<file path="config.mk">
export PLATFORM = sky130hd
export DESIGN_NAME = vector_lane
export DESIGN_NICKNAME = d
export VERILOG_FILES = /design/src/source/lane_config_pkg.sv /design/src/source/vector_types_pkg.sv /design/src/source/arithmetic_unit.sv /design/src/source/multiply_unit.sv /design/src/source/divide_unit.sv /design/src/source/mask_unit.sv /design/src/source/vector_lane.sv
export SDC_FILE = /design/constraint.sdc
export NUM_CORES = 2
export LEC_CHECK = 0
export BUFFER_PORTS_ARGS = -buffer_cell sky130_fd_sc_hd__buf_4
export CAP_MARGIN = 30
export CORE_MARGIN = 2
export CORE_UTILIZATION = 35
export DETAILED_ROUTE_END_ITERATION = 8
export GPL_TIMING_DRIVEN = 0
export SLEW_MARGIN = 25
export SYNTH_ARGS = -nofsm -noshare
export SYNTH_HDL_FRONTEND = slang
export SYNTH_HIERARCHICAL = 1
export SYNTH_SLANG_ARGS = --single-unit
</file>
<file path="constraint.sdc">
create_clock -name CLK -period 9.55 [get_ports CLK]
set_input_delay 1.91 -clock CLK [delete_from_list [all_inputs] [get_ports CLK]]
set_output_delay 1.91 -clock CLK [all_outputs]
set_load 0.01 [all_outputs]
</file>
<file path="src/source/lane_config_pkg.sv">
// lane geometry and unit latencies, referenced by scoped name from RTL and testbench
`default_nettype none

package lane_config_pkg;

  // element width of one lane
  localparam int XLEN = 32;

  // lanes in the slice, all driven by one issue strobe
  localparam int LANES = 4;

  // issue to lane result, in cycles
  localparam int MUL_LATENCY = 3;   // two pipe stages + result register
  localparam int DIV_LATENCY = 33;  // 32 iterations + result register

  // the divider runs one restoring step per bit
  localparam int DIV_ITERATIONS = DIV_LATENCY - 1;

endpackage

`default_nettype wire

</file>
<file path="src/source/vector_types_pkg.sv">
// unit selector, per-unit opcode enums and the issue, operand and result structs of a lane
`default_nettype none

package vector_types_pkg;

  // unit selector carried in the issue
  typedef enum logic [2:0] {
    FU_ARITH,
    FU_RED,    // running reduction on the arithmetic unit
    FU_MUL,
    FU_DIV,
    FU_MASK
  } fu_type_t;

  // arithmetic ops, reductions use ADD, MAX and MIN only
  typedef enum logic [3:0] {
    ADD, SUB, AND, OR, XOR,
    SLL, SRL, SRA,
    MIN, MAX, MINU, MAXU
  } arith_op_t;

  typedef enum logic [1:0] {
    MUL,     // low half
    MULH,    // high half, signed x signed
    MULHU,   // high half, unsigned x unsigned
    MULHSU   // high half, signed x unsigned
  } mul_op_t;

  typedef enum logic [1:0] {DIV, DIVU, REM, REMU} div_op_t;

  typedef enum logic [2:0] {MAND, MOR, MXOR, MNAND, MPOPC, MFIRST} mask_op_t;

  // broadcast to every lane
  typedef struct packed {
    logic       valid;      // one-cycle strobe
    fu_type_t   fu;
    logic [3:0] op;         // raw opcode, cast per unit
    logic       red_start;  // restart the accumulator
  } lane_issue_t;

  typedef struct packed {
    logic [lane_config_pkg::XLEN-1:0] a;
    logic [lane_config_pkg::XLEN-1:0] b;
  } lane_operands_t;

  typedef struct packed {
    logic                             valid;
    logic                             exception;  // divide by zero only
    logic [lane_config_pkg::XLEN-1:0] data;
  } lane_result_t;

endpackage

`default_nettype wire

</file>
<file path="src/source/arithmetic_unit.sv">
// single-cycle integer ALU plus reduction accumulator, result is combinational for the lane
`timescale 1ns/1ps
`default_nettype none

module arithmetic_unit (
  input  logic                              CLK,
  input  logic                              nRST,
  input  logic                              start,
  input  logic                              red,        // reduction, not plain ALU
  input  logic                              red_start,
  input  vector_types_pkg::arith_op_t       op,
  input  logic [lane_config_pkg::XLEN-1:0]  a,
  input  logic [lane_config_pkg::XLEN-1:0]  b,
  output logic [lane_config_pkg::XLEN-1:0]  result
);

  logic [lane_config_pkg::XLEN-1:0]         alu_out;
  logic [lane_config_pkg::XLEN-1:0]         acc;       // running reduction value
  logic [lane_config_pkg::XLEN-1:0]         acc_base;  // acc, or identity on restart
  logic [lane_config_pkg::XLEN-1:0]         red_next;
  logic [$clog2(lane_config_pkg::XLEN)-1:0] shamt;

  assign shamt = b[$clog2(lane_config_pkg::XLEN)-1:0];  // low five bits

  always_comb begin
    case (op)
      vector_types_pkg::ADD:  alu_out = a + b;
      vector_types_pkg::SUB:  alu_out = a - b;
      vector_types_pkg::AND:  alu_out = a & b;
      vector_types_pkg::OR:   alu_out = a | b;
      vector_types_pkg::XOR:  alu_out = a ^ b;
      vector_types_pkg::SLL:  alu_out = a << shamt;
      vector_types_pkg::SRL:  alu_out = a >> shamt;
      vector_types_pkg::SRA:  alu_out = $signed(a) >>> shamt;
      vector_types_pkg::MIN:  alu_out = ($signed(a) < $signed(b)) ? a : b;
      vector_types_pkg::MAX:  alu_out = ($signed(a) > $signed(b)) ? a : b;
      vector_types_pkg::MINU: alu_out = (a < b) ? a : b;
      vector_types_pkg::MAXU: alu_out = (a > b) ? a : b;
      default:                alu_out = '0;
    endcase
  end

  // identity per reduction op on restart
  always_comb begin
    acc_base = acc;
    if (red_start) begin
      case (op)
        vector_types_pkg::MAX: acc_base = {1'b1, {(lane_config_pkg::XLEN-1){1'b0}}};
        vector_types_pkg::MIN: acc_base = {1'b0, {(lane_config_pkg::XLEN-1){1'b1}}};
        default:               acc_base = '0;
      endcase
    end
    case (op)
      vector_types_pkg::MAX: red_next = ($signed(a) > $signed(acc_base)) ? a : acc_base;
      vector_types_pkg::MIN: red_next = ($signed(a) < $signed(acc_base)) ? a : acc_base;
      default:               red_next = acc_base + a;  // ADD
    endcase
  end

  always_ff @(posedge CLK or negedge nRST) begin
    if (!nRST) begin
      acc <= '0;
    end else if (start && red) begin
      acc <= red_next;
    end
  end

  assign result = red ? red_next : alu_out;  // reduction reports new acc

endmodule

`default_nettype wire

</file>
<file path="src/source/multiply_unit.sv">
// two-stage pipelined multiplier, one issue per cycle, low or high half of the product
`timescale 1ns/1ps
`default_nettype none

module multiply_unit (
  input  logic                             CLK,
  input  logic                             nRST,
  input  logic                             start,
  input  vector_types_pkg::mul_op_t        op,
  input  logic [lane_config_pkg::XLEN-1:0] a,
  input  logic [lane_config_pkg::XLEN-1:0] b,
  output logic [lane_config_pkg::XLEN-1:0] result,
  output logic                             done,
  output logic                             next_done
);

  // stage valids, bit 0 is stage one
  logic [lane_config_pkg::MUL_LATENCY-2:0] vld;

  logic signed [lane_config_pkg::XLEN:0]     a_s1;  // 33-bit extended operands
  logic signed [lane_config_pkg::XLEN:0]     b_s1;
  logic                                      hi_s1;
  logic signed [2*lane_config_pkg::XLEN+1:0] full;  // 66-bit signed product
  logic [2*lane_config_pkg::XLEN-1:0]        prod_s2;
  logic                                      hi_s2;
  logic                                      a_sgn;
  logic                                      b_sgn;

  // extension per op
  assign a_sgn = (op == vector_types_pkg::MULH) || (op == vector_types_pkg::MULHSU);
  assign b_sgn = (op == vector_types_pkg::MULH);

  always_ff @(posedge CLK or negedge nRST) begin
    if (!nRST) begin
      vld <= '0;
    end else begin
      vld <= {vld[lane_config_pkg::MUL_LATENCY-3:0], start};
    end
  end

  // stage one, operands and select
  always_ff @(posedge CLK) begin
    if (start) begin
      a_s1  <= {a_sgn & a[lane_config_pkg::XLEN-1], a};
      b_s1  <= {b_sgn & b[lane_config_pkg::XLEN-1], b};
      hi_s1 <= (op != vector_types_pkg::MUL);
    end
  end

  assign full = a_s1 * b_s1;

  // stage two, product
  always_ff @(posedge CLK) begin
    if (vld[0]) begin
      prod_s2 <= full[2*lane_config_pkg::XLEN-1:0];  // low 64 bits are exact
      hi_s2   <= hi_s1;
    end
  end

  assign result = hi_s2 ? prod_s2[2*lane_config_pkg::XLEN-1:lane_config_pkg::XLEN]
                        : prod_s2[lane_config_pkg::XLEN-1:0];

  assign done      = vld[lane_config_pkg::MUL_LATENCY-2];
  assign next_done = vld[lane_config_pkg::MUL_LATENCY-3];  // done follows next cycle

endmodule

`default_nettype wire

</file>
<file path="src/source/divide_unit.sv">
// iterative restoring divider, one quotient bit per cycle, signed and unsigned div and rem
`timescale 1ns/1ps
`default_nettype none

module divide_unit (
  input  logic                             CLK,
  input  logic                             nRST,
  input  logic                             start,
  input  vector_types_pkg::div_op_t        op,
  input  logic [lane_config_pkg::XLEN-1:0] a,
  input  logic [lane_config_pkg::XLEN-1:0] b,
  output logic [lane_config_pkg::XLEN-1:0] result,
  output logic                             done,
  output logic                             busy,
  output logic                             exception
);

  logic                                   sgn_op;
  logic [lane_config_pkg::XLEN-1:0]       mag_a, mag_b;
  logic [lane_config_pkg::XLEN-1:0]       rem_q, quo_q, dvs_q;
  logic [lane_config_pkg::XLEN-1:0]       src_rem, src_quo, src_dvs;
  logic [lane_config_pkg::XLEN-1:0]       step_rem, step_quo;
  logic [lane_config_pkg::XLEN+1:0]       diff;  // top bit is the borrow
  logic [$clog2(lane_config_pkg::XLEN):0] count;
  logic                                   last;
  logic                                   neg_quo, neg_rem, div_zero;
  vector_types_pkg::div_op_t              op_q;

  assign sgn_op = (op == vector_types_pkg::DIV) || (op == vector_types_pkg::REM);
  assign mag_a  = (sgn_op && a[lane_config_pkg::XLEN-1]) ? -a : a;
  assign mag_b  = (sgn_op && b[lane_config_pkg::XLEN-1]) ? -b : b;

  // first step runs on the fresh magnitudes in the start cycle
  assign src_rem = busy ? rem_q : '0;
  assign src_quo = busy ? quo_q : mag_a;
  assign src_dvs = busy ? dvs_q : mag_b;
  assign diff    = {1'b0, src_rem, src_quo[lane_config_pkg::XLEN-1]} - {2'b00, src_dvs};

  always_comb begin
    if (!diff[lane_config_pkg::XLEN+1]) begin  // fits, keep the difference
      step_rem = diff[lane_config_pkg::XLEN-1:0];
      step_quo = {src_quo[lane_config_pkg::XLEN-2:0], 1'b1};
    end else begin  // restore
      step_rem = {src_rem[lane_config_pkg::XLEN-2:0], src_quo[lane_config_pkg::XLEN-1]};
      step_quo = {src_quo[lane_config_pkg::XLEN-2:0], 1'b0};
    end
  end

  assign last = (count == ($clog2(lane_config_pkg::XLEN)+1)'(lane_config_pkg::DIV_ITERATIONS));
  assign done = busy && last;

  always_ff @(posedge CLK or negedge nRST) begin
    if (!nRST) begin
      busy  <= 1'b0;
      count <= '0;
    end else if (start) begin
      busy  <= 1'b1;
      count <= 1;  // one step already taken
    end else if (done) begin
      busy  <= 1'b0;
    end else if (busy) begin
      count <= count + 1'b1;
    end
  end

  always_ff @(posedge CLK) begin
    if (start || (busy && !last)) begin
      rem_q <= step_rem;
      quo_q <= step_quo;
    end
    if (start) begin
      dvs_q    <= mag_b;
      op_q     <= op;
      neg_quo  <= sgn_op && (a[lane_config_pkg::XLEN-1] ^ b[lane_config_pkg::XLEN-1]);
      neg_rem  <= sgn_op && a[lane_config_pkg::XLEN-1];  // rem takes dividend sign
      div_zero <= (b == '0);
    end
  end

  // sign fixup, min / -1 falls out as the dividend with no special case
  always_comb begin
    case (op_q)
      vector_types_pkg::DIV,
      vector_types_pkg::DIVU: result = div_zero ? '1 : (neg_quo ? -quo_q : quo_q);
      default:                result = neg_rem ? -rem_q : rem_q;  // rem = dividend on /0
    endcase
  end

  assign exception = done && div_zero;

  // issuer must hold off while a division is running
  a_no_start_busy: assert property (@(posedge CLK) disable iff (!nRST) start |-> !busy)
    else $error("divide_unit: start while busy");

endmodule

`default_nettype wire

</file>
<file path="src/source/mask_unit.sv">
// combinational mask logic, population count and find-first-set of one lane
`timescale 1ns/1ps
`default_nettype none

module mask_unit (
  input  vector_types_pkg::mask_op_t       op,
  input  logic [lane_config_pkg::XLEN-1:0] a,
  input  logic [lane_config_pkg::XLEN-1:0] b,
  output logic [lane_config_pkg::XLEN-1:0] result
);

  logic [$clog2(lane_config_pkg::XLEN):0] pop;    // 0..32 needs six bits
  logic [lane_config_pkg::XLEN-1:0]       first;  // index of lowest set bit

  always_comb begin
    pop   = '0;
    first = '1;  // no bit set
    // scan down so the lowest set bit wins
    for (int i = lane_config_pkg::XLEN - 1; i >= 0; i--) begin
      pop = pop + ($clog2(lane_config_pkg::XLEN)+1)'(a[i]);
      if (a[i]) begin
        first = lane_config_pkg::XLEN'(i);
      end
    end
  end

  always_comb begin
    case (op)
      vector_types_pkg::MAND:   result = a & b;
      vector_types_pkg::MOR:    result = a | b;
      vector_types_pkg::MXOR:   result = a ^ b;
      vector_types_pkg::MNAND:  result = ~(a & b);
      vector_types_pkg::MPOPC:  result = lane_config_pkg::XLEN'(pop);  // zero extend
      vector_types_pkg::MFIRST: result = first;
      default:                  result = '0;
    endcase
  end

endmodule

`default_nettype wire

</file>
<file path="src/source/vector_lane.sv">
// one vector lane, issue decode into unit starts, busy tracking and the registered result
`timescale 1ns/1ps
`default_nettype none

module vector_lane (
  input  logic                            CLK,
  input  logic                            nRST,
  input  vector_types_pkg::lane_issue_t   issue,
  input  vector_types_pkg::lane_operands_t operands,
  output vector_types_pkg::lane_result_t  result,
  output logic                            busy,
  output logic                            next_busy
);

  logic start_arith, start_mul, start_div, red, is_mask, single_done;
  logic mul_done, mul_next_done;
  logic div_done, div_busy, div_exc;
  logic div_tail;  // div result sits in the output register
  logic valid_q, exc_q;
  logic [lane_config_pkg::XLEN-1:0] arith_data, mul_data, div_data, mask_data;
  logic [lane_config_pkg::XLEN-1:0] sel_data, data_q;

  // decode, each start is the strobe qualified by the unit selector
  assign red         = (issue.fu == vector_types_pkg::FU_RED);
  assign is_mask     = (issue.fu == vector_types_pkg::FU_MASK);
  assign start_arith = issue.valid && ((issue.fu == vector_types_pkg::FU_ARITH) || red);
  assign start_mul   = issue.valid && (issue.fu == vector_types_pkg::FU_MUL);
  assign start_div   = issue.valid && (issue.fu == vector_types_pkg::FU_DIV);
  assign single_done = start_arith || (issue.valid && is_mask);  // completes this cycle

  arithmetic_unit i_arith (
    .CLK, .nRST,
    .start(start_arith), .red, .red_start(issue.red_start),
    .op(vector_types_pkg::arith_op_t'(issue.op)),
    .a(operands.a), .b(operands.b),
    .result(arith_data)
  );

  multiply_unit i_mul (
    .CLK, .nRST,
    .start(start_mul),
    .op(vector_types_pkg::mul_op_t'(issue.op[1:0])),
    .a(operands.a), .b(operands.b),
    .result(mul_data), .done(mul_done), .next_done(mul_next_done)
  );

  divide_unit i_div (
    .CLK, .nRST,
    .start(start_div),
    .op(vector_types_pkg::div_op_t'(issue.op[1:0])),
    .a(operands.a), .b(operands.b),
    .result(div_data), .done(div_done), .busy(div_busy), .exception(div_exc)
  );

  mask_unit i_mask (
    .op(vector_types_pkg::mask_op_t'(issue.op[2:0])),
    .a(operands.a), .b(operands.b),
    .result(mask_data)
  );

  // at most one source completes per cycle
  always_comb begin
    if (div_done)      sel_data = div_data;
    else if (mul_done) sel_data = mul_data;
    else if (is_mask)  sel_data = mask_data;
    else               sel_data = arith_data;
  end

  always_ff @(posedge CLK or negedge nRST) begin
    if (!nRST) begin
      valid_q   <= 1'b0;
      exc_q     <= 1'b0;
      div_tail  <= 1'b0;
      next_busy <= 1'b0;
    end else begin
      valid_q   <= single_done || mul_done || div_done;
      exc_q     <= div_exc;         // only ever high with div_done
      div_tail  <= div_done;
      next_busy <= mul_next_done;   // high while mul done is on the unit output
    end
  end

  always_ff @(posedge CLK) begin
    data_q <= sel_data;
  end

  assign result.valid     = valid_q;
  assign result.exception = exc_q;
  assign result.data      = data_q;
  assign busy             = div_busy || div_tail;  // t+1 through t+33

  // issue rules seen from the lane
  a_next_busy: assert property (@(posedge CLK) disable iff (!nRST)
    (issue.valid && issue.fu != vector_types_pkg::FU_MUL) |-> !next_busy)
    else $error("vector_lane: non-MUL issue while next_busy");
  a_busy: assert property (@(posedge CLK) disable iff (!nRST) issue.valid |-> !busy)
    else $error("vector_lane: issue while busy");
  a_one_done: assert property (@(posedge CLK) disable iff (!nRST)
    $onehot0({single_done, mul_done, div_done}))
    else $error("vector_lane: two completions in one cycle");

endmodule

`default_nettype wire

</file>
# ---- Word level (Yosys, flattened, before mapping)
# Cells that the tools add are included.
# W data, S select, Z words.
dict set report op_classes {
  n_reduce_logical 31
  eq_ne 26
  shifts 3
  n_mul 1
  n_mux 64
  n_lt_le_gt_ge 6
  n_addsub 40
  bitwise 7
}
# op count
set ops {}
lappend ops {{$mux W32} 54}
lappend ops {{$pmux W32 S12} 1}
lappend ops {{$pmux W32 S6} 1}
lappend ops {{$add A6 B1 Y6} 30}
lappend ops {{$neg A32 Y32} 4}
lappend ops {{$pmux W32 S2} 2}
lappend ops {{$gt A32 B32 Y1} 3}
lappend ops {{$lt A32 B32 Y1} 3}
lappend ops {{$add A32 B32 Y32} 2}
lappend ops {{$mul A33 B33 Y64} 1}
lappend ops {{$sub A33 B32 Y34} 1}
lappend ops {{$and A32 B32 Y32} 1}
lappend ops {{$logic_not A32 Y1} 1}
lappend ops {{$not A32 Y32} 1}
lappend ops {{$or A32 B32 Y32} 1}
lappend ops {{$shl A32 B5 Y32} 1}
lappend ops {{$shr A32 B5 Y32} 1}
lappend ops {{$sshr A32 B5 Y32} 1}
lappend ops {{$sub A32 B32 Y32} 1}
lappend ops {{$xor A32 B32 Y32} 1}
lappend ops {{$mux W6} 3}
lappend ops {{$eq A4 B3 Y1 const B} 4}
lappend ops {{$eq A4 B4 Y1 const B} 4}
lappend ops {{$eq A3 B2 Y1 const B} 4}
lappend ops {{other kinds (22)} 52}
dict set report word_totals {
  ff_bits 310
  in_bits 75
  output_inout_bits 36
}

# ---- Logic depth before layout (Yosys ltp)
dict set report depth {
  word_depth 36
  mapped_depth 29
  depth_no_buf 27
}

# ---- Hierarchy
# The synthesis kept the hierarchy.
# module area_each_um2 cells_each instances
set modules_own_cells {}
lappend modules_own_cells {multiply_unit 42828.6 4323 1}
lappend modules_own_cells {arithmetic_unit 14754.2 2115 1}
lappend modules_own_cells {divide_unit 9177.6 985 1}
lappend modules_own_cells {mask_unit 3378.2 461 1}
lappend modules_own_cells {vector_lane 1682.9 159 1}

# ---- Worst setup path after synthesis
# Ideal clock, no wire load.
dict set report synth_path {
  path_type {register to register}
  from {reg i_mul/a_s1[32] (netlist bit)}
  to {reg i_mul/prod_s2[63] (netlist bit), data pin}
  arrival_ps 7854
  synth_period_minus_slack_ps 8114
  stages_incl_launch_ff 26
  path_slack_ps 1436
  path_cell_list {edfxtp_1 clkbuf_1 nand2_1 inv_1 fa_1 fa_1 fa_1 inv_1 fa_1 inv_1 fa_1 fa_1 fa_1 inv_1 fa_1 inv_1 ha_1 clkbuf_1 a21o_1 a21o_1 a21oi_1 nand2_1 a2111oi_2 nor3_2 o31ai_2 xnor2_1}
}
dict set report synth_between {
  elab_chain_cells 1
}
# item line_no
set synth_rtl {}
lappend synth_rtl {{start, declared} multiply_unit.sv:20} ;# logic signed [lane_config_pkg::XLEN:0] a_s1;
lappend synth_rtl {{start signal, assigned} multiply_unit.sv:44} ;# a_s1 <= {a_sgn & a[lane_config_pkg::XLEN-1], a};
lappend synth_rtl {{$mul A33 B33 Y64} multiply_unit.sv:50} ;# assign full = a_s1 * b_s1;
lappend synth_rtl {{net i_mul.full (one bit)} multiply_unit.sv:23} ;# logic signed [2*lane_config_pkg::XLEN+1:0] full;
lappend synth_rtl {{end signal, assigned} multiply_unit.sv:55} ;# prod_s2 <= full[2*lane_config_pkg::XLEN-1:0];
lappend synth_rtl {{end, declared} multiply_unit.sv:24} ;# logic [2*lane_config_pkg::XLEN-1:0] prod_s2;
# The timed path passes the listed nets, and every way through them passes these cells.
# A chain may end at the register's enable or synchronous reset.

# ---- Worst setup path in the final report
dict set report layout_path {
  from {in issue[4] (netlist bit)}
  to {reg data_q[29] (netlist bit)}
}
dict set report layout_between {
  elab_chain_cells 10
  elab_cells_between_ends 25
  cone_classes {add/sub: 1; order compare: 2; eq/ne: 11; mux: 10; reduce/logical: 1}
}
# item line_no
set layout_rtl {}
lappend layout_rtl {{start, declared} vector_lane.sv:8} ;# input vector_types_pkg::lane_issue_t issue,
lappend layout_rtl {{$eq A4 B4 Y1} {arithmetic_unit.sv:26, arithmetic_unit.sv:47, arithmetic_unit.sv:53}}
lappend layout_rtl {{$pmux W32 S2} arithmetic_unit.sv:47} ;# case (op)
lappend layout_rtl {{$mux W32} arithmetic_unit.sv:46} ;# if (red_start) begin
lappend layout_rtl {{$lt A32 B32 Y1 or $gt A32 B32 Y1 (tied branches)} {arithmetic_unit.sv:55, arithmetic_unit.sv:54}}
lappend layout_rtl {{$mux W32 (on tied branches)} {arithmetic_unit.sv:55, arithmetic_unit.sv:54}}
lappend layout_rtl {{$pmux W32 S2} arithmetic_unit.sv:53} ;# case (op)
lappend layout_rtl {{$mux W32 *} arithmetic_unit.sv:68} ;# assign result = red ? red_next : alu_out;
lappend layout_rtl {{net arith_data (one bit)} vector_lane.sv:20} ;# logic [lane_config_pkg::XLEN-1:0] arith_data, mul_data, div_data, mask_data;
lappend layout_rtl {{$mux W32 *} vector_lane.sv:65} ;# else if (is_mask) sel_data = mask_data;
lappend layout_rtl {{$mux W32 *} vector_lane.sv:64} ;# else if (mul_done) sel_data = mul_data;
lappend layout_rtl {{$mux W32 *} vector_lane.sv:63} ;# if (div_done) sel_data = div_data;
lappend layout_rtl {{net sel_data (one bit)} vector_lane.sv:21} ;# logic [lane_config_pkg::XLEN-1:0] sel_data, data_q;
lappend layout_rtl {{end signal, assigned} vector_lane.sv:84} ;# data_q <= sel_data;
lappend layout_rtl {{end, declared} vector_lane.sv:21}
# The timed path passes the listed nets; every way through them passes the cells marked *.

==> results_dict.tcl <==
set metrics [dict create \
    grt_max_degree 48 \
    multiInputGateArea_um2 55830 \
    placed_cell_area_um2 76360 \
    die-area_um2 208800 \
    antenna_left 0 \
    synth_edf_count 232 \
    synth_simple_gate_area_share_pct 15.25 \
    ys_warn_count 6 \
    synth_top_flop_cell "edfxtp_1" \
    critPathLaunchType "input port" \
    grt_pass1_wl_um 487800 \
    cts_buffer_depth 3 \
    clkSlewWorstSetupHoldPaths_ns 0.06 \
    fin_nets 9948 \
    yosysMostFrequentCell "inv_1" \
    numClockSinks 309 \
    hpwl_um 281100 \
    final_core_util_pct 38.19 \
    wire_per_inst_um 31.59 \
    cts_tree "built" \
    path_common_cell "clkbuf_1" \
    netlist_area_um2 71820 \
    viasPerCell 5.823 \
    ff_latch_area_um2 8737 \
    syn2layout_area_growth_pct 8.681 \
    min_period_ns 9.659 \
    hold_class "reg -> reg" \
    worstMarginPinSlew_ns 1.098 \
    crit_cells 25 \
    synthTopCellsByArea "fa_1 32%, edfxtp_1 9.7%, ha_1 8.4%" \
    setup_viol_count_final 8 \
    die_h_um 457.0 \
    cp_max_fo 10 \
    antenna_found_initial 35 \
    critical_path_class "in -> reg" \
    final_cell_area_um2 78060 \
    whs_path_depth 0 \
    critPathMaxStageDelay_ns 0.66 \
    fmax_mhz 103.5 \
    end_kind "register" \
    netlist_instances 8043 \
    finalWorstSetupSlack_ns -0.1087 \
    rsz0062_at_grt "yes" \
    grt_pass1_vias 64310 \
    slew_headroom_pct 26.78 \
    synth.largest_area_cell "fa_1" \
    h-tree-depth 2 \
    synth-seq-cells 309 \
    clock_latency_ns 0.60 \
    wl_um 346400 \
    required_ns 9.98 \
    synth_compound_area_share_pct 13.88 \
    fp.coreArea_um2 204400 \
    violations "setup timing" \
    cts-root-buf "clkbuf_16" \
    drc 0 \
    drv_slew 0 \
    muxShareOfSynthArea_pct 4.841 \
    port_buffers 109 \
    layout.cells.non_filler 10970 \
    dr.pass1.iters 7 \
    r2r_setup_slack_ns -0.11 \
    cts_buffers 38 \
    placed_cells 10860 \
    synthAdderAreaFrac_pct 40.52 \
    gp_congestion 1.065 \
    synthDistinctLibCells 125 \
    synth_top_family_by_area "adder cells" \
    cp_num_buf_inv 7 \
    async_flop_share_pct 14.56 \
    clock_skew_ns 0.02508 \
    yosysSeqAreaShare_pct 12.16 \
    synth-xor-area-share_pct 3.183 \
    hold_violations 0 \
    yosys-top-cells-count "1389 x inv_1, 1153 x fa_1, 825 x nand2_1" \
    initial_utilization_pct 35.14 \
    syn_nets 9752 \
    die_x_um 457.0 \
    dr.first_iter.drc_count 7267 \
    rows 166 \
    status "finished, violations left" \
    io_pins 111 \
    hold_buffers 0 \
    num-fill-cells 20940 \
    crit_slowest_cell "a211oi_1" \
    cp.arrival_ns 10.09 \
    finalCritPeriodShare_pct 101.1 \
    reg2reg_depth 22 \
    drive_gt1_share_pct 6.882 \
    avgSynthCellArea_um2 8.930 \
    overflow 0 \
    synth.top_cell.area_share_pct 32.14 \
    grt_usage_pct 32.68 \
    dr_total_vias 63850 \
    drv_cap 0 \
    cp_top_family "buffers and inverters" \
]
==> stage by stage <==
| stage | setup slack [ns] | setup TNS (ns) | hold slack, ns |
|---|---|---|---|
| floorplan | 1.436 | 0 | 0.4003 |
| global placement | -0.9983 | -9.726 | 0.4035 |
| detailed placement | -0.6763 | -5.222 | 0.4052 |
| CTS | 0.007664 | 0 | 0.4127 |
| global route | -0.1314 | -0.1314 | 0.4394 |
| finish | -0.1087 | -0.4524 | 0.4361 |
==> logic make-up (layout without fill, tap and decap cells) <==
kind of cell | Yosys count | after routing
flops | 309 | 309
simple gates | 2199 | 2199
xor+xnor | 261 | 261
compound gates | 1480 | 1480
fa+ha+maj | 1634 | 1634
buf+inv | 1885 | 2110
mux | 275 | 275
other cells | 0 | 10
==> registers in the layout (all words and copies together) (netlist names), 32 cells and up <==
register,cells
data_q,32
i_arith/acc,32
i_div/dvs_q,32
i_div/quo_q,32
i_div/rem_q,32
i_mul/a_s1,33
i_mul/b_s1,33
i_mul/prod_s2,64
==> final timing paths <==
kind                                      to            from
max                               data_q[29]        issue[4]
min                              i_mul/hi_s2     i_mul/hi_s1
max reg2reg                i_mul/prod_s2[63]  i_mul/b_s1[25]
min reg2reg                      i_mul/hi_s2     i_mul/hi_s1
max in group asynchronous       i_mul/vld[0]            nRST
min in group asynchronous       i_mul/vld[1]            nRST
==> placed cells by master (no fill, tap or decap), drive strengths merged, types with 45 or more instances in the layout <==
| cell type | synthesis | final |
|---|---|---|
| dfrtp | 45 | 45 |
| clkbuf | 415 | 452 |
| nand3 | 62 | 62 |
| o211ai | 51 | 51 |
| fa | 1153 | 1153 |
| a21oi | 380 | 380 |
| a22oi | 88 | 88 |
| o21ai | 346 | 346 |
| a211oi | 85 | 85 |
| nor2 | 336 | 336 |
| ha | 481 | 481 |
| a21o | 88 | 88 |
| nand2 | 826 | 826 |
| xnor2 | 130 | 130 |
| nor3 | 68 | 68 |
| inv | 1395 | 1401 |
| buf | 73 | 229 |
| edfxtp | 232 | 232 |
| and2 | 594 | 594 |
| mux4 | 49 | 49 |
| o31ai | 52 | 52 |
| nor2b | 63 | 63 |
| mux2i | 137 | 137 |
| mux2 | 89 | 89 |
| xor2 | 131 | 131 |
==> repair_timing <==
| item | 4_1_cts | 5_1_grt |
|---|---|---|
| setup endpoints to repair | 5 | 19 |
| pin swaps | 1 | 1 |
| gates resized for setup | 12 | 49 |
| setup buffers | 7 | 15 |
==> final cells by class <==
class	count	share of cell area, %
timing repair buffer	156	1.797
sequential	309	11.19
tap	2688	4.309
buffer	488	2.711
antenna	10	0.03206
multi-input combinational	5849	71.53
clock buffer	40	1.228
inverter	1397	6.723
clock inverter	29	0.4761
==> metal layers <==
layer / vias up / track usage (%) / routed length [µm]
li1: 26560 / - / -
met1: 32410 / 41.29 / 133200
met2: 3844 / 49.02 / 147800
met3: 1040 / 8.128 / 35620
met4: 6 / 22.71 / 29780
met5: - / 0 / 34
Power is left out: the tool's default activity adds up to more than one toggle a clock period on the data nets, which glitch-free logic cannot reach.
